## src/xmen_pkg.sv

```systemverilog
// ###########################################################################
// Shared definitions for the game board slice
//  - memory map of the main CPU bus and sound latch offsets
//  - region and bus responder state enums
//  - APB request, decoded peripheral request and sound bus structs
// ###########################################################################
package xmen_pkg;

    // Memory sizes in words
    localparam int OBJ_AW = 13;
    localparam int PAL_AW = 8;

    // Region bases, only bits 16:14 take part in the decode
    localparam logic [16:0] OBJ_BASE = 17'h00000;
    localparam logic [16:0] PAL_BASE = 17'h04000;
    localparam logic [16:0] SND_BASE = 17'h08000;

    // Word offsets inside the sound region
    localparam logic [3:0] SND_CMD   = 4'd0;
    localparam logic [3:0] SND_PAIR  = 4'd1;
    localparam logic [3:0] SND_REPLY = 4'd2;
    localparam logic [3:0] SND_MUTE  = 4'd3;

    // Pixel index to colour latency
    localparam int PAL_LAT = 2;

    typedef enum logic [1:0] {REG_OBJ, REG_PAL, REG_SND, REG_NONE} region_e;

    typedef enum logic [1:0] {IDLE, WAIT, DONE} bus_state_e;

    typedef struct packed {
        logic [16:0] paddr;
        logic        pwrite;
        logic [15:0] pwdata;
        logic [1:0]  pstrb;
    } apb_req_t;

    typedef struct packed {
        logic [12:0] addr;
        logic [15:0] din;
        logic [1:0]  we;
    } cpu_bus_t;

    typedef struct packed {
        logic [3:0] addr;
        logic       rd;
        logic       wr;
        logic [7:0] din;
    } snd_bus_t;

endpackage

```

## src/xmen_snd_comm.sv

```systemverilog
// ###########################################################################
// Main to sound CPU communication
//  - command latch with sound interrupt, pair latch
//  - reply register written by the sound CPU
//  - mute bit
// ###########################################################################
`timescale 1ns/1ps

module xmen_snd_comm (
    input  logic               clk,
    input  logic               rst_n,
    input  xmen_pkg::cpu_bus_t bus,
    input  logic               cs,
    output logic [7:0]         dout_main,
    input  xmen_pkg::snd_bus_t snd,
    output logic [7:0]         snd_dout,
    output logic               snd_irq,
    output logic               mute
);
    import xmen_pkg::*;

    logic [7:0] cmd_latch;
    logic [7:0] pair_latch;
    logic [7:0] reply;
    logic [3:0] main_off;
    logic       main_wr;

    assign main_off = bus.addr[3:0];
    // Only the low byte is wired on this side
    assign main_wr  = cs && bus.we[0];

    always_ff @(posedge clk or negedge rst_n) begin
        if (!rst_n) begin
            cmd_latch  <= 8'h00;
            pair_latch <= 8'h00;
            reply      <= 8'h00;
            snd_irq    <= 1'b0;
            mute       <= 1'b0;
        end else begin
            // Sound CPU acknowledges by reading the command
            if (snd.rd && snd.addr == SND_CMD) begin
                snd_irq <= 1'b0;
            end
            if (main_wr) begin
                case (main_off)
                    SND_CMD: begin
                        cmd_latch <= bus.din[7:0];
                        snd_irq   <= 1'b1;
                    end
                    SND_PAIR: pair_latch <= bus.din[7:0];
                    SND_MUTE: mute       <= bus.din[0];
                    default: ;
                endcase
            end
            if (snd.wr && snd.addr == SND_REPLY) begin
                reply <= snd.din;
            end
        end
    end

    // Main CPU read, one cycle after select
    always_ff @(posedge clk) begin
        if (cs) begin
            dout_main <= (main_off == SND_REPLY) ? reply : 8'h00;
        end
    end

    always_comb begin
        case (snd.addr)
            SND_CMD:  snd_dout = cmd_latch;
            SND_PAIR: snd_dout = pair_latch;
            default:  snd_dout = 8'h00;
        endcase
    end

endmodule

```

## config.mk

```make
export PLATFORM = sky130hd
export DESIGN_NAME = xmen_snd_comm
export DESIGN_NICKNAME = d
export VERILOG_FILES = /design/src/xmen_pkg.sv /design/src/xmen_snd_comm.sv
export SDC_FILE = /design/constraint.sdc
export NUM_CORES = 1
export LEC_CHECK = 0
export BUFFER_PORTS_ARGS = -buffer_cell sky130_fd_sc_hd__buf_2
export CORE_MARGIN = 2
export CORE_UTILIZATION = 49
export DETAILED_ROUTE_END_ITERATION = 6
export GPL_ROUTABILITY_DRIVEN = 0
export PLACE_DENSITY_LB_ADDON = 0.25
export SETUP_SLACK_MARGIN = 0.3
export SYNTH_ARGS = -nofsm -noshare
export SYNTH_HDL_FRONTEND = slang
export SYNTH_SLANG_ARGS = --single-unit
export TNS_END_PERCENT = 10
```

## constraint.sdc

```tcl
create_clock -name clk -period 2.02 [get_ports clk]
set_clock_uncertainty 0.05 [all_clocks]
set_input_delay 0.303 -clock clk [delete_from_list [all_inputs] [get_ports clk]]
set_output_delay 0.303 -clock clk [all_outputs]
set_load 0.02 [all_outputs]
```

==> summary.txt <==
Worst hold path
  • Hold Path Cell Cnt: 2
  • Worst hold path type: input pin to flip-flop

Clocking
  • Clk_lat worst skew: 340 ps
  • Clock transition at the registers of the reported paths: 100 ps
  • CTS tree: built
  • # H-tree levels: 2
  • CTS root buf: clkbuf_4
  • # Post-CTS Setup Buffers: 0
  • Clock tree buffer depth: 2
  • Cts bufs inserted: 5
  • Sink Count: 34

Drt
  • Vias per inst: 5.26
  • Pre-Repair DR Iteration Count: 6
  • Iter 0 DRT Violations: 6
  • Number of routed nets with antenna violations: 0
  • Number of remaining DRC errors: 1
  • Detailed-route via count: 968
  • WL final: 2590 µm
  • Mean routed wirelength per cell: 14.0 µm

Pwr
  • Leakage power: 0.000926 µW
  • Max VDD drop: 0.515 mV
  • PnR Total Power: 1510 µW
  • Power per standard cell area: 840 nW/µm²

Layout
  • Area grow syn2layout: 23.0%
  • Finished Layout Cells: 184
  • Final #Nets: 200
  • Fillers: 229
  • N_diodes: 0
  • Share of cells above drive strength 1: 0.542
  • Fin area: 1800 µm²

Setup path
  • Arrival @ worst endpoint: 1220 ps
  • Largest stage delay, worst path: 450 ps
  • CP Class: input pin to output pin
  • CP Capture Type: output pin
  • Crit Path Max Fanout: 9
  • R2R cell count: 1
  • Worst R2R Setup Slack: 1200 ps
  • Worst Path Required: 1670 ps
  • Cell Chain, Critical Path: buf_2, or3_4, nor2_1, buf_2
  • CP max stage cell: or3_4
  • Crit start category: input pin
  • CP dominant cell by count: buf_2

Synthesis
  • Library cells used by synthesis: 18
  • Main synth FF type: dfrtp_1
  • Top cell type's share of synthesized area: 0.444
  • Syn nets: 146
  • Syn avg cell area: 15.0 µm²
  • Post-synth EDFFs: 8
  • Mapped Cells: 98
  • Post-synthesis sequential area ratio: 0.608
  • Ys async rst share: 0.765
  • Yosys Warn Count: 0
  • Largest area contributor in the netlist: dfrtp_1
  • #FFs+latches synth: 34
  • Area contributors post-synth: dfrtp_1 44%, edfxtp_1 16%, mux2_2 13%, mux2_4 8.2%, mux2i_1 5.5%
  • Synth top cells by count: 26 x dfrtp_1, 17 x mux2_2, 9 x nor2_1
  • Most common cell in the synthesized netlist: dfrtp_1
  • Cell area after synthesis: 1470 µm²

GRT
  • GRT overflow: 0
  • GR Util All Layers: 0.175
  • Pin count of the biggest net entering global routing: 27
  • Antenna violations before repair: 0
  • Vias in the first global route: 978
  • First-pass GRT wire length: 4260 µm

Placed design
  • # port buffers: 47
  • Worst slack after detailed placement: 338 ps
  • Cell area after placement: 1730 µm²
  • Post-Place Cells: 175
  • Dpl hpwl: 1950 µm

Timing
  • Final Cycle Share: 0.780
  • Final setup margin: 445 ps
  • # setup viols final: 0
  • RSZ-0062 raised after global routing: false
  • Worst-margin pin slew: 577 ps
  • Minimum clock period: 1580 ps
  • Final TNS setup: 0 ps
  • Fmax: 0.635 GHz
  • Hold Violations, Final: 0
  • Slew Viols, Final: 0
  • Rel. slew slack: 0.616

Floorplanning
  • Die Ht: 58.7 µm
  • Starting Density: 0.523
  • Rows: 19
  • DIE AREA: 3450 µm²
  • Ports: 66
  • Core Footprint: 2810 µm²
  • Chip Width: 58.7 µm

Run status
  • Run status: finished with violations
  • Violated checks: DRC

Job
  • Max-cap violations: 0
==> timing repair <==
action | 4_1_cts | 5_1_grt
gates resized for setup | 0 | 1
hold endpoints to repair | 26 | 0
hold buffers | 1 | 0
setup endpoints to repair | 0 | 1
==> registers in the layout, summed over array words and instances (netlist names) <==
register	count
dout_main	8
reply	8
cmd_latch	8
mute	1
snd_irq	1
pair_latch	8
==> metal layers <==
layer | GRT usage | vias to the layer above | routed length, µm
met4 | 0.0682 | 0 | 57
met2 | 0.310 | 29 | 1410
met3 | 0.0791 | 7 | 163
li1 | - | 458 | -
met1 | 0.181 | 474 | 952
met5 | 0 | - | 0
==> layout make-up <==
type                    count  area (µm²)  area share
clock buffers               8        58.8      0.0326
multi-input cells          61         554       0.307
flip-flops and latches     34         891       0.494
well taps                  31        38.8      0.0215
repair buffers             50         260       0.144
==> critical path: cells and delay by family <==
| family | cells | cell delay (ps) |
|---|---|---|
| buffers and inverters | 2 | 300 |
| AND/OR/NAND/NOR | 2 | 620 |
==> stage by stage <==
stage / utilization / hold WS, ps
after detailed placement: 0.616 / 280
after global placement: 0.616 / 267
after global routing: 0.643 / 125
after floorplan: - / -42.6
after CTS: 0.641 / 137
final: 0.643 / 140
==> worst paths after layout <==
kind | startpoint | to
min in group asynchronous | rst_n | snd_irq$_DFF_PN0_
max in group asynchronous | rst_n | cmd_latch[3]$_DFFE_PN0P_
hold / removal | snd[5] | reply[5]$_DFFE_PN0P_
hold reg to reg | reply[4]$_DFFE_PN0P_ | reply[4]$_DFFE_PN0P_
setup / recovery | snd[11] | snd_dout[7]
setup reg to reg | pair_latch[6]$_DFFE_PN0P_ | pair_latch[6]$_DFFE_PN0P_
==> cells in the final DEF, fill, tap and decap left out, types with 2 or more instances in the layout <==
master,n
and2_1,8
buf_2,47
buf_4,2
clkbuf_1,2
clkbuf_4,5
dfrtp_1,26
edfxtp_1,8
mux2_2,17
mux2_4,8
mux2i_1,8
nand2_1,3
nor2_1,9
==> cells by family after synthesis <==
kind of cell           after synthesis  share of synthesized area
muxes                               33                      0.267
AOI/OAI and AO/OA                    1                    0.00341
buffers and inverters                3                     0.0179
and+or+nand+nor                     27                      0.104
DFF                                 34                      0.608
==> report_power, final <==
group,leakage [µW],internal [µW],switching (µW)
Combinational,0.000483,157,108
Clock,0.0000326,172,207
Sequential,0.000411,817,52.8
Total,0.000926,1150,367
(Power assumes the default switching activity.)
