===== src/xmen_pkg.sv =====
// ###########################################################################
// Shared definitions for the game board slice
//  - memory map of the main CPU bus and sound latch offsets
//  - region and bus responder state enums
//  - APB request, decoded peripheral request and sound bus structs
// ###########################################################################
package xmen_pkg;

    // Memory sizes in words
    localparam int OBJ_AW = 13;
    localparam int PAL_AW = 8;

    // Region bases, only bits 16:14 take part in the decode
    localparam logic [16:0] OBJ_BASE = 17'h00000;
    localparam logic [16:0] PAL_BASE = 17'h04000;
    localparam logic [16:0] SND_BASE = 17'h08000;

    // Word offsets inside the sound region
    localparam logic [3:0] SND_CMD   = 4'd0;
    localparam logic [3:0] SND_PAIR  = 4'd1;
    localparam logic [3:0] SND_REPLY = 4'd2;
    localparam logic [3:0] SND_MUTE  = 4'd3;

    // Pixel index to colour latency
    localparam int PAL_LAT = 2;

    typedef enum logic [1:0] {REG_OBJ, REG_PAL, REG_SND, REG_NONE} region_e;

    typedef enum logic [1:0] {IDLE, WAIT, DONE} bus_state_e;

    typedef struct packed {
        logic [16:0] paddr;
        logic        pwrite;
        logic [15:0] pwdata;
        logic [1:0]  pstrb;
    } apb_req_t;

    typedef struct packed {
        logic [12:0] addr;
        logic [15:0] din;
        logic [1:0]  we;
    } cpu_bus_t;

    typedef struct packed {
        logic [3:0] addr;
        logic       rd;
        logic       wr;
        logic [7:0] din;
    } snd_bus_t;

endpackage


===== src/xmen_main_bus.sv =====
// ###########################################################################
// Main CPU bus decoder
//  - APB slave with a fixed single wait state
//  - region decode into object RAM, palette and sound selects
//  - error response for unmapped addresses, read data mux
// ###########################################################################
`timescale 1ns/1ps

module xmen_main_bus (
    input  logic               clk,
    input  logic               rst_n,
    input  logic               psel,
    input  logic               penable,
    input  xmen_pkg::apb_req_t req,
    output logic [15:0]        prdata,
    output logic               pready,
    output logic               pslverr,
    output xmen_pkg::cpu_bus_t bus,
    output logic               obj_cs,
    output logic               pal_cs,
    output logic               snd_cs,
    input  logic [15:0]        obj_dout,
    input  logic [15:0]        pal_dout,
    input  logic [7:0]         snd_dout_main
);
    import xmen_pkg::*;

    bus_state_e state;
    region_e    region;
    region_e    region_q;
    logic       access;

    // Region from the top address bits
    always_comb begin
        case (req.paddr[16:14])
            OBJ_BASE[16:14]: region = REG_OBJ;
            PAL_BASE[16:14]: region = REG_PAL;
            SND_BASE[16:14]: region = REG_SND;
            default:         region = REG_NONE;
        endcase
    end

    // First access cycle, the one that reaches the peripherals
    assign access = (state == WAIT);

    always_ff @(posedge clk or negedge rst_n) begin
        if (!rst_n) begin
            state    <= IDLE;
            region_q <= REG_NONE;
        end else begin
            case (state)
                IDLE: begin
                    if (psel && !penable) begin
                        state <= WAIT;
                    end
                end
                WAIT: begin
                    // Master dropped the transfer, go back quietly
                    state    <= psel ? DONE : IDLE;
                    region_q <= region;
                end
                DONE: begin
                    state <= IDLE;
                end
                default: begin
                    state <= IDLE;
                end
            endcase
        end
    end

    // Peripheral request, valid while selected
    assign bus.addr = req.paddr[13:1];
    assign bus.din  = req.pwdata;
    assign bus.we   = (access && req.pwrite) ? req.pstrb : 2'b00;

    assign obj_cs = access && (region == REG_OBJ);
    assign pal_cs = access && (region == REG_PAL);
    assign snd_cs = access && (region == REG_SND);

    assign pready  = (state == DONE);
    assign pslverr = (state == DONE) && (region_q == REG_NONE);

    // Peripherals registered their data at the end of WAIT
    always_comb begin
        prdata = 16'h0000;
        if (state == DONE) begin
            case (region_q)
                REG_OBJ: prdata = obj_dout;
                REG_PAL: prdata = pal_dout;
                REG_SND: prdata = {8'h00, snd_dout_main};
                default: prdata = 16'h0000;
            endcase
        end
    end

endmodule


===== config.mk =====
export PLATFORM = sky130hd
export DESIGN_NAME = xmen_main_bus
export DESIGN_NICKNAME = d
export VERILOG_FILES = /design/src/xmen_pkg.sv /design/src/xmen_main_bus.sv
export SDC_FILE = /design/constraint.sdc
export NUM_CORES = 1
export LEC_CHECK = 0
export BUFFER_PORTS_ARGS = -buffer_cell sky130_fd_sc_hd__buf_4
export CAP_MARGIN = 20
export CORE_MARGIN = 1.5
export CORE_UTILIZATION = 29
export DETAILED_ROUTE_END_ITERATION = 8
export PLACE_DENSITY = 0.84
export SYNTH_ARGS = -nofsm -noshare
export SYNTH_HDL_FRONTEND = slang
export SYNTH_SLANG_ARGS = --single-unit

===== constraint.sdc =====
create_clock -name clk -period 1.5 [get_ports clk]
set_input_delay 0.225 -clock clk [delete_from_list [all_inputs] [get_ports clk]]
set_output_delay 0.225 -clock clk [all_outputs]
set_load 0.1 [all_outputs]

==> impl_metrics.py, run 1 <==
metrics = {
    "outcome": {
        "status": "finished with violations",
        "violations": "negative setup slack",
    },
    "timing": {
        "min_period_ns": 1.89,
        "max_slew_margin_pct": 78.8,
        "rsz0062_at_grt": "yes",
        "fin_crit_sh_pct": 126,
        "worst_slew_pin_slew_ns": 0.313,
        "fmax_ghz": 0.529,
        "hold_violations": 0,
        "finClkSkew_ns": 0.00339,
        "fin_ws_ns": -0.392,
        "setup_viol_count_final": 22,
        "drv_slew": 0,
    },
    "clocking": {
        "numCtsBuffers": 3,
        "clk_path_buf_depth": 2,
        "cts_sinks": 4,
        "clkLatencyLatePin_ns": 0.24,
        "htree_levels": 1,
        "root_buffer": "clkbuf_4",
        "cts_tree": "built",
        "clk_pin_slew_ns": 0.05,
    },
    "setup_path": {
        "regToRegStartpoint": "state[1]",
        "worstReg2RegEnd": "region_q[1]",
        "worstPathCellList": "buf_6 > nor2b_1 > a211oi_2 > buf_4 > a211oi_4 > buf_12",
        "worst-path-max-fanout": 7,
        "required_ns": 1.27,
        "worstPathArrival_ns": 1.67,
        "rr_worst_depth": 4,
        "slowest_delay_ns": 0.64,
        "cp_top_family": "flip-flops",
        "crit_path_start": "region_q[0]",
        "path_buf_inv": 3,
        "rrSetupSlack_ns": 0.42,
        "slowest_stage": "dfstp_2",
        "start_kind": "flop",
        "crit_type": "flop to output port",
        "end_kind": "output port",
    },
    "placement": {
        "post-dp-hpwl_mm": 2.18,
        "dp_slack_ns": -0.233,
        "port-buffer-count": 72,
        "routabilityCongestion": 0.692,
        "dp.cells": 195,
    },
    "min_path": {
        "worstHoldStart": "penable",
        "worstHoldEndpoint": "state[0]",
        "holdPathStages": 2,
        "hp-class": "input port to flop",
    },
    "yosys": {
        "synth_top_cell_area_share_pct": 27.8,
        "ys_warn_count": 0,
        "yosysTopAreaCell": "buf_4",
        "ys_ff_latch": 4,
        "synth_cells": 107,
        "synth_fp_nets": 187,
        "syn_area_sq_um": 836,
        "seq_area_frac_synth_pct": 12.3,
        "synth_area_leaders": "buf_4 28%, a211oi_1 14%, mux2i_1 9.6%, nand2b_1 8.2%, dfstp_2 6.3%",
        "syn_area_per_cell_sq_um": 7.81,
        "synth_cell_type_count": 19,
    },
    "flow_run": {
        "maxCapViolations": 0,
    },
    "finish": {
        "layout-drive-gt1-share_pct": 85.3,
        "final_cell_count_no_fill": 201,
        "layout_commonest_cell": "buf_4",
        "final_cell_mix": "64 x buf_4, 22 x buf_12, 11 x a211oi_4",
        "fillCellCount": 181,
        "syn_to_final_growth_pct": 143,
        "diodes": 0,
        "nets": 251,
    },
    "floorplan": {
        "initial_utilization_pct": 30.6,
        "rows": 19,
        "dieArea_sq_um": 3210,
        "ioPinCount": 132,
        "core_sq_um": 2730,
        "fp.dieW_um": 56.7,
        "die_h_um": 56.7,
    },
    "power_and_ir_drop": {
        "ir_worst_vdd_v": 0.000502,
        "p_per_area_nw_per_um2": 637,
        "p_leak_nw": 0.838,
        "p_total_mw": 1.30,
    },
    "route": {
        "vias": 988,
        "remaining_drc_errors": 0,
        "drt-vias-per-instance": 4.92,
        "drtIter0Drc": 19,
        "wirelength_mm": 3.05,
        "first_pass_iters": 2,
        "wl_per_cell_um": 15.1,
        "ant_nets": 0,
    },
    "global_routing": {
        "grt_pass1_vias": 1017,
        "antenna_found_initial": 0,
        "overflow": 0,
        "grt_pass1_wl_mm": 4.75,
        "grt_max_degree": 14,
        "grt_usage_pct": 18.7,
    },
}
==> logic make-up after synthesis <==
logic type	synth area share, %
buf+inv	32.9
simple gates	29.6
compound gates	15.6
flops	12.3
mux	9.58
==> report_power, final <==
part / internal (mW) / leakage [nW] / switching, mW
logic: 0.483 / 0.776 / 0.497
registers: 0.131 / 0.0478 / 0.0264
clock network: 0.101 / 0.0150 / 0.0576
total: 0.714 / 0.838 / 0.581
==> worst max-delay path by stage <==
stage | cells after the start | slack (ns) | endpoint
finish | 6 | -0.39 | prdata[5]
global route | 6 | -0.44 | prdata[5]
CTS | 6 | -0.36 | prdata[7]
detailed placement | 6 | -0.23 | prdata[2]
global placement | 4 | -0.17 | prdata[11]
floorplan | 2 | -0.39 | snd_cs
==> Yosys cell counts, drive strengths merged <==
cell type  count
nor2           9
o21ai          2
and3           4
buf           36
dfstp          2
and2           1
clkinv         1
nor2b          7
mux2i          8
and2b          2
nand2          3
dfrtp          2
nor4           1
a211oi        16
nand2b        11
nor4b          2
==> registers in the layout, summed over array words and instances, names as in the netlist <==
signal / flops
region_q: 2
state: 2
==> layout make-up <==
class	count	area, sq um	area share, %
inverters	1	30.0	1.48
multi-input cells	66	815	40.1
flip-flops and latches	4	103	5.05
clock buffers	4	26.3	1.29
repair buffers	95	1020	50.2
well taps	31	38.8	1.91
==> routing by layer <==
layer	wire length [um]	part of all wire [%]	track usage [%]	up-vias
li1	-	-	-	455
met1	956	31	18.4	453
met2	1720	57	36.0	72
met3	315	10	5.99	8
met4	48	1.6	6.12	0
met5	0	0	0	-
==> per-stage QoR <==
stage | utilization (%) | setup TNS (ns) | hold WS, ns | area, sq um
after floorplan | - | -5.92 | -0.0706 | 1060
after global placement | 57.7 | -2.30 | 0.0199 | 1580
after detailed placement | 57.7 | -2.93 | 0.0231 | 1580
after CTS | 67.7 | -5.95 | 0.143 | 1850
after global routing | 74.4 | -7.11 | 0.154 | 2030
final | 74.4 | -6.13 | 0.141 | 2030
==> repair_timing <==
| action | CTS | global route |
|---|---|---|
| buffers inserted | 2 | 3 |
| endpoints found under the hold margin | 4 | 0 |
| resized for setup | 56 | 41 |
| endpoints found under the setup margin | 23 | 23 |
| pin swaps | 5 | 4 |
| gates cloned | 0 | 1 |
| hold buffers | 1 | 0 |
(Power assumes the default switching activity.)
==> run 2: changes to the inputs <==
--- a/config.mk
+++ b/config.mk
@@ -7,10 +7,10 @@
 export LEC_CHECK = 0
 export BUFFER_PORTS_ARGS = -buffer_cell sky130_fd_sc_hd__buf_4
 export CAP_MARGIN = 20
-export CORE_MARGIN = 1.5
-export CORE_UTILIZATION = 29
+export CORE_MARGIN = 10
+export CORE_UTILIZATION = 26
 export DETAILED_ROUTE_END_ITERATION = 8
-export PLACE_DENSITY = 0.84
+export PLACE_DENSITY = 0.79
 export SYNTH_ARGS = -nofsm -noshare
 export SYNTH_HDL_FRONTEND = slang
 export SYNTH_SLANG_ARGS = --single-unit
==> constraint.sdc (replaced) <==
create_clock -name clk -period 1.7 [get_ports clk]
set_input_delay 0.255 -clock clk [delete_from_list [all_inputs] [get_ports clk]]
set_output_delay 0.255 -clock clk [all_outputs]
set_load 0.1 [all_outputs]
==> impl_metrics.py, run 2 (synthesized netlist as in run 1, its figures left out) <==
metrics = {
    "route": {
        "first_pass_iters": 2,
        "vias": 925,
        "drt-vias-per-instance": 4.60,
        "wirelength_mm": 3.33,
        "remaining_drc_errors": 0,
        "ant_nets": 0,
        "wl_per_cell_um": 16.6,
        "drtIter0Drc": 18,
    },
    "timing": {
        "setup_viol_count_final": 16,
        "hold_ws_ns": 0.183,
        "tns_ns": -1.54,
        "fin_ws_ns": -0.143,
        "fmax_ghz": 0.543,
        "drv_slew": 0,
        "max_slew_margin_pct": 81.2,
        "finClkSkew_ns": 0.00323,
        "hold_violations": 0,
        "fin_crit_sh_pct": 108,
        "min_period_ns": 1.84,
        "worst_slew_pin_slew_ns": 0.281,
        "rsz0062_at_grt": "yes",
    },
    "placement": {
        "placed_cell_area_sq_um": 1470,
        "dp.cells": 195,
        "post-dp-hpwl_mm": 2.66,
        "port-buffer-count": 72,
        "routabilityCongestion": 0.738,
    },
    "finish": {
        "syn_to_final_growth_pct": 124,
        "final_cell_count_no_fill": 201,
        "layout_commonest_cell": "buf_4",
        "largest_registers": "region_q x2, state x2",
        "layout-drive-gt1-share_pct": 84.1,
        "nets": 239,
        "final_cell_mix": "53 x buf_4, 18 x buf_12, 10 x buf_6",
        "diodes": 0,
        "fin_util_pct": 61.4,
        "finalInstanceArea_sq_um": 1870,
    },
    "clocking": {
        "htree_levels": 1,
        "root_buffer": "clkbuf_4",
        "cts_tree": "built",
        "cts_sinks": 4,
        "clkLatencyLatePin_ns": 0.23,
        "clk_path_buf_depth": 2,
        "clk_pin_slew_ns": 0.04,
        "numCtsBuffers": 3,
    },
    "floorplan": {
        "dieArea_sq_um": 5880,
        "core_sq_um": 3050,
        "fp.dieW_um": 76.7,
        "rows": 20,
        "initial_utilization_pct": 27.4,
        "die_h_um": 76.7,
        "ioPinCount": 132,
    },
    "power_and_ir_drop": {
        "clock_power_share_pct": 11.1,
        "ir_worst_vdd_v": 0.000395,
        "switching_share_pct": 45.4,
        "p_per_area_nw_per_um2": 534,
        "p_comb_share_pct": 74.9,
        "p_sw_mw": 0.454,
        "p_leak_nw": 0.749,
        "p_seq_share_pct": 14.0,
        "p_int_mw": 0.546,
    },
    "setup_path": {
        "crit_path_start": "region_q[0]",
        "rr_worst_depth": 3,
        "critPathCapture": "prdata[15]",
        "worst-path-max-fanout": 10,
        "rrSetupSlack_ns": 0.70,
        "worstReg2RegEnd": "region_q[0]",
        "worstPathArrival_ns": 1.59,
        "crit_type": "flop to output port",
        "end_kind": "output port",
        "start_kind": "flop",
        "required_ns": 1.44,
        "regToRegStartpoint": "region_q[0]",
    },
    "global_routing": {
        "antenna_found_initial": 0,
        "grt_pass1_wl_mm": 5.40,
        "grt_max_degree": 17,
        "grt_pass1_vias": 1096,
        "grt_usage_pct": 10.9,
        "overflow": 0,
    },
    "outcome": {
        "status": "finished with violations",
        "violations": "negative setup slack",
    },
    "min_path": {
        "hp-class": "input port to flop",
    },
    "flow_run": {
        "maxCapViolations": 0,
    },
}
run 2: cell types whose count changed in the layout (fill, tap and decap cells not counted), moves of 4 or more:
cell	delta
buf_12	-4
buf_4	-11
nor2b_2	+5
nor2b_4	-4
run 2: per-layer routing:
layer | vias up | share of wire, % | track usage (%)
met5 | - | 0 | 0
li1 | 430 | - | -
met1 | 423 | 34 | 10.6
met4 | 0 | 1.4 | 3.35
met3 | 10 | 10 | 4.43
met2 | 62 | 54 | 20.2
run 2: what timing repair did:
action	4_1_cts	5_1_grt
pin swaps	8	2
cloned	0	1
buffers inserted	1	0
endpoints found under the setup margin	20	22
hold endpoints to repair	4	0
hold buffers	1	0
resized for setup	67	17
run 2: worst min-delay path by stage:
stage / start / cells past startpoint / to / slack (ns)
after CTS: penable / 2 / state[0] / 0.18
final: penable / 2 / state[0] / 0.18
after floorplan: rst_n / 0 / state[0] / -0.04
after global placement: rst_n / 1 / state[1] / 0.05
after detailed placement: rst_n / 1 / state[0] / 0.05
after global routing: penable / 2 / state[0] / 0.19
run 2: power groups by stage:
stage	clock, mW	sequential, mW	combinational, mW
after detailed placement	0	0.135	0.578
after floorplan	0	0.125	0.739
final	0.111	0.140	0.749
after CTS	0.115	0.139	0.716
after global routing	0.122	0.145	0.790
after global placement	0	0.133	0.562
run 2: cell type report:
| class | instances | area (sq um) |
|---|---|---|
| fillers | 272 | 1180 |
| repair buffers | 83 | 886 |
| multi-input cells | 66 | 777 |
| flip-flops and latches | 4 | 104 |
| well taps | 44 | 55.1 |
| inverters | 1 | 30.0 |
| clock buffers | 3 | 22.5 |
run 2: per-stage QoR:
step           power [mW]  setup WS (ns)
2_1_floorplan       0.864         -0.220
3_3_place_gp        0.695         0.0261
3_5_place_dp        0.713        -0.0286
4_1_cts             0.971         -0.108
5_1_grt              1.06         -0.220
6_report             1.00         -0.143
run 2: worst max-delay path, stage by stage, from the launching register on:
cell and delay (ns):
dfstp_2 0.62, buf_12 0.19, mux2i_2 0.29, nor2_4 0.07, buf_6 0.18
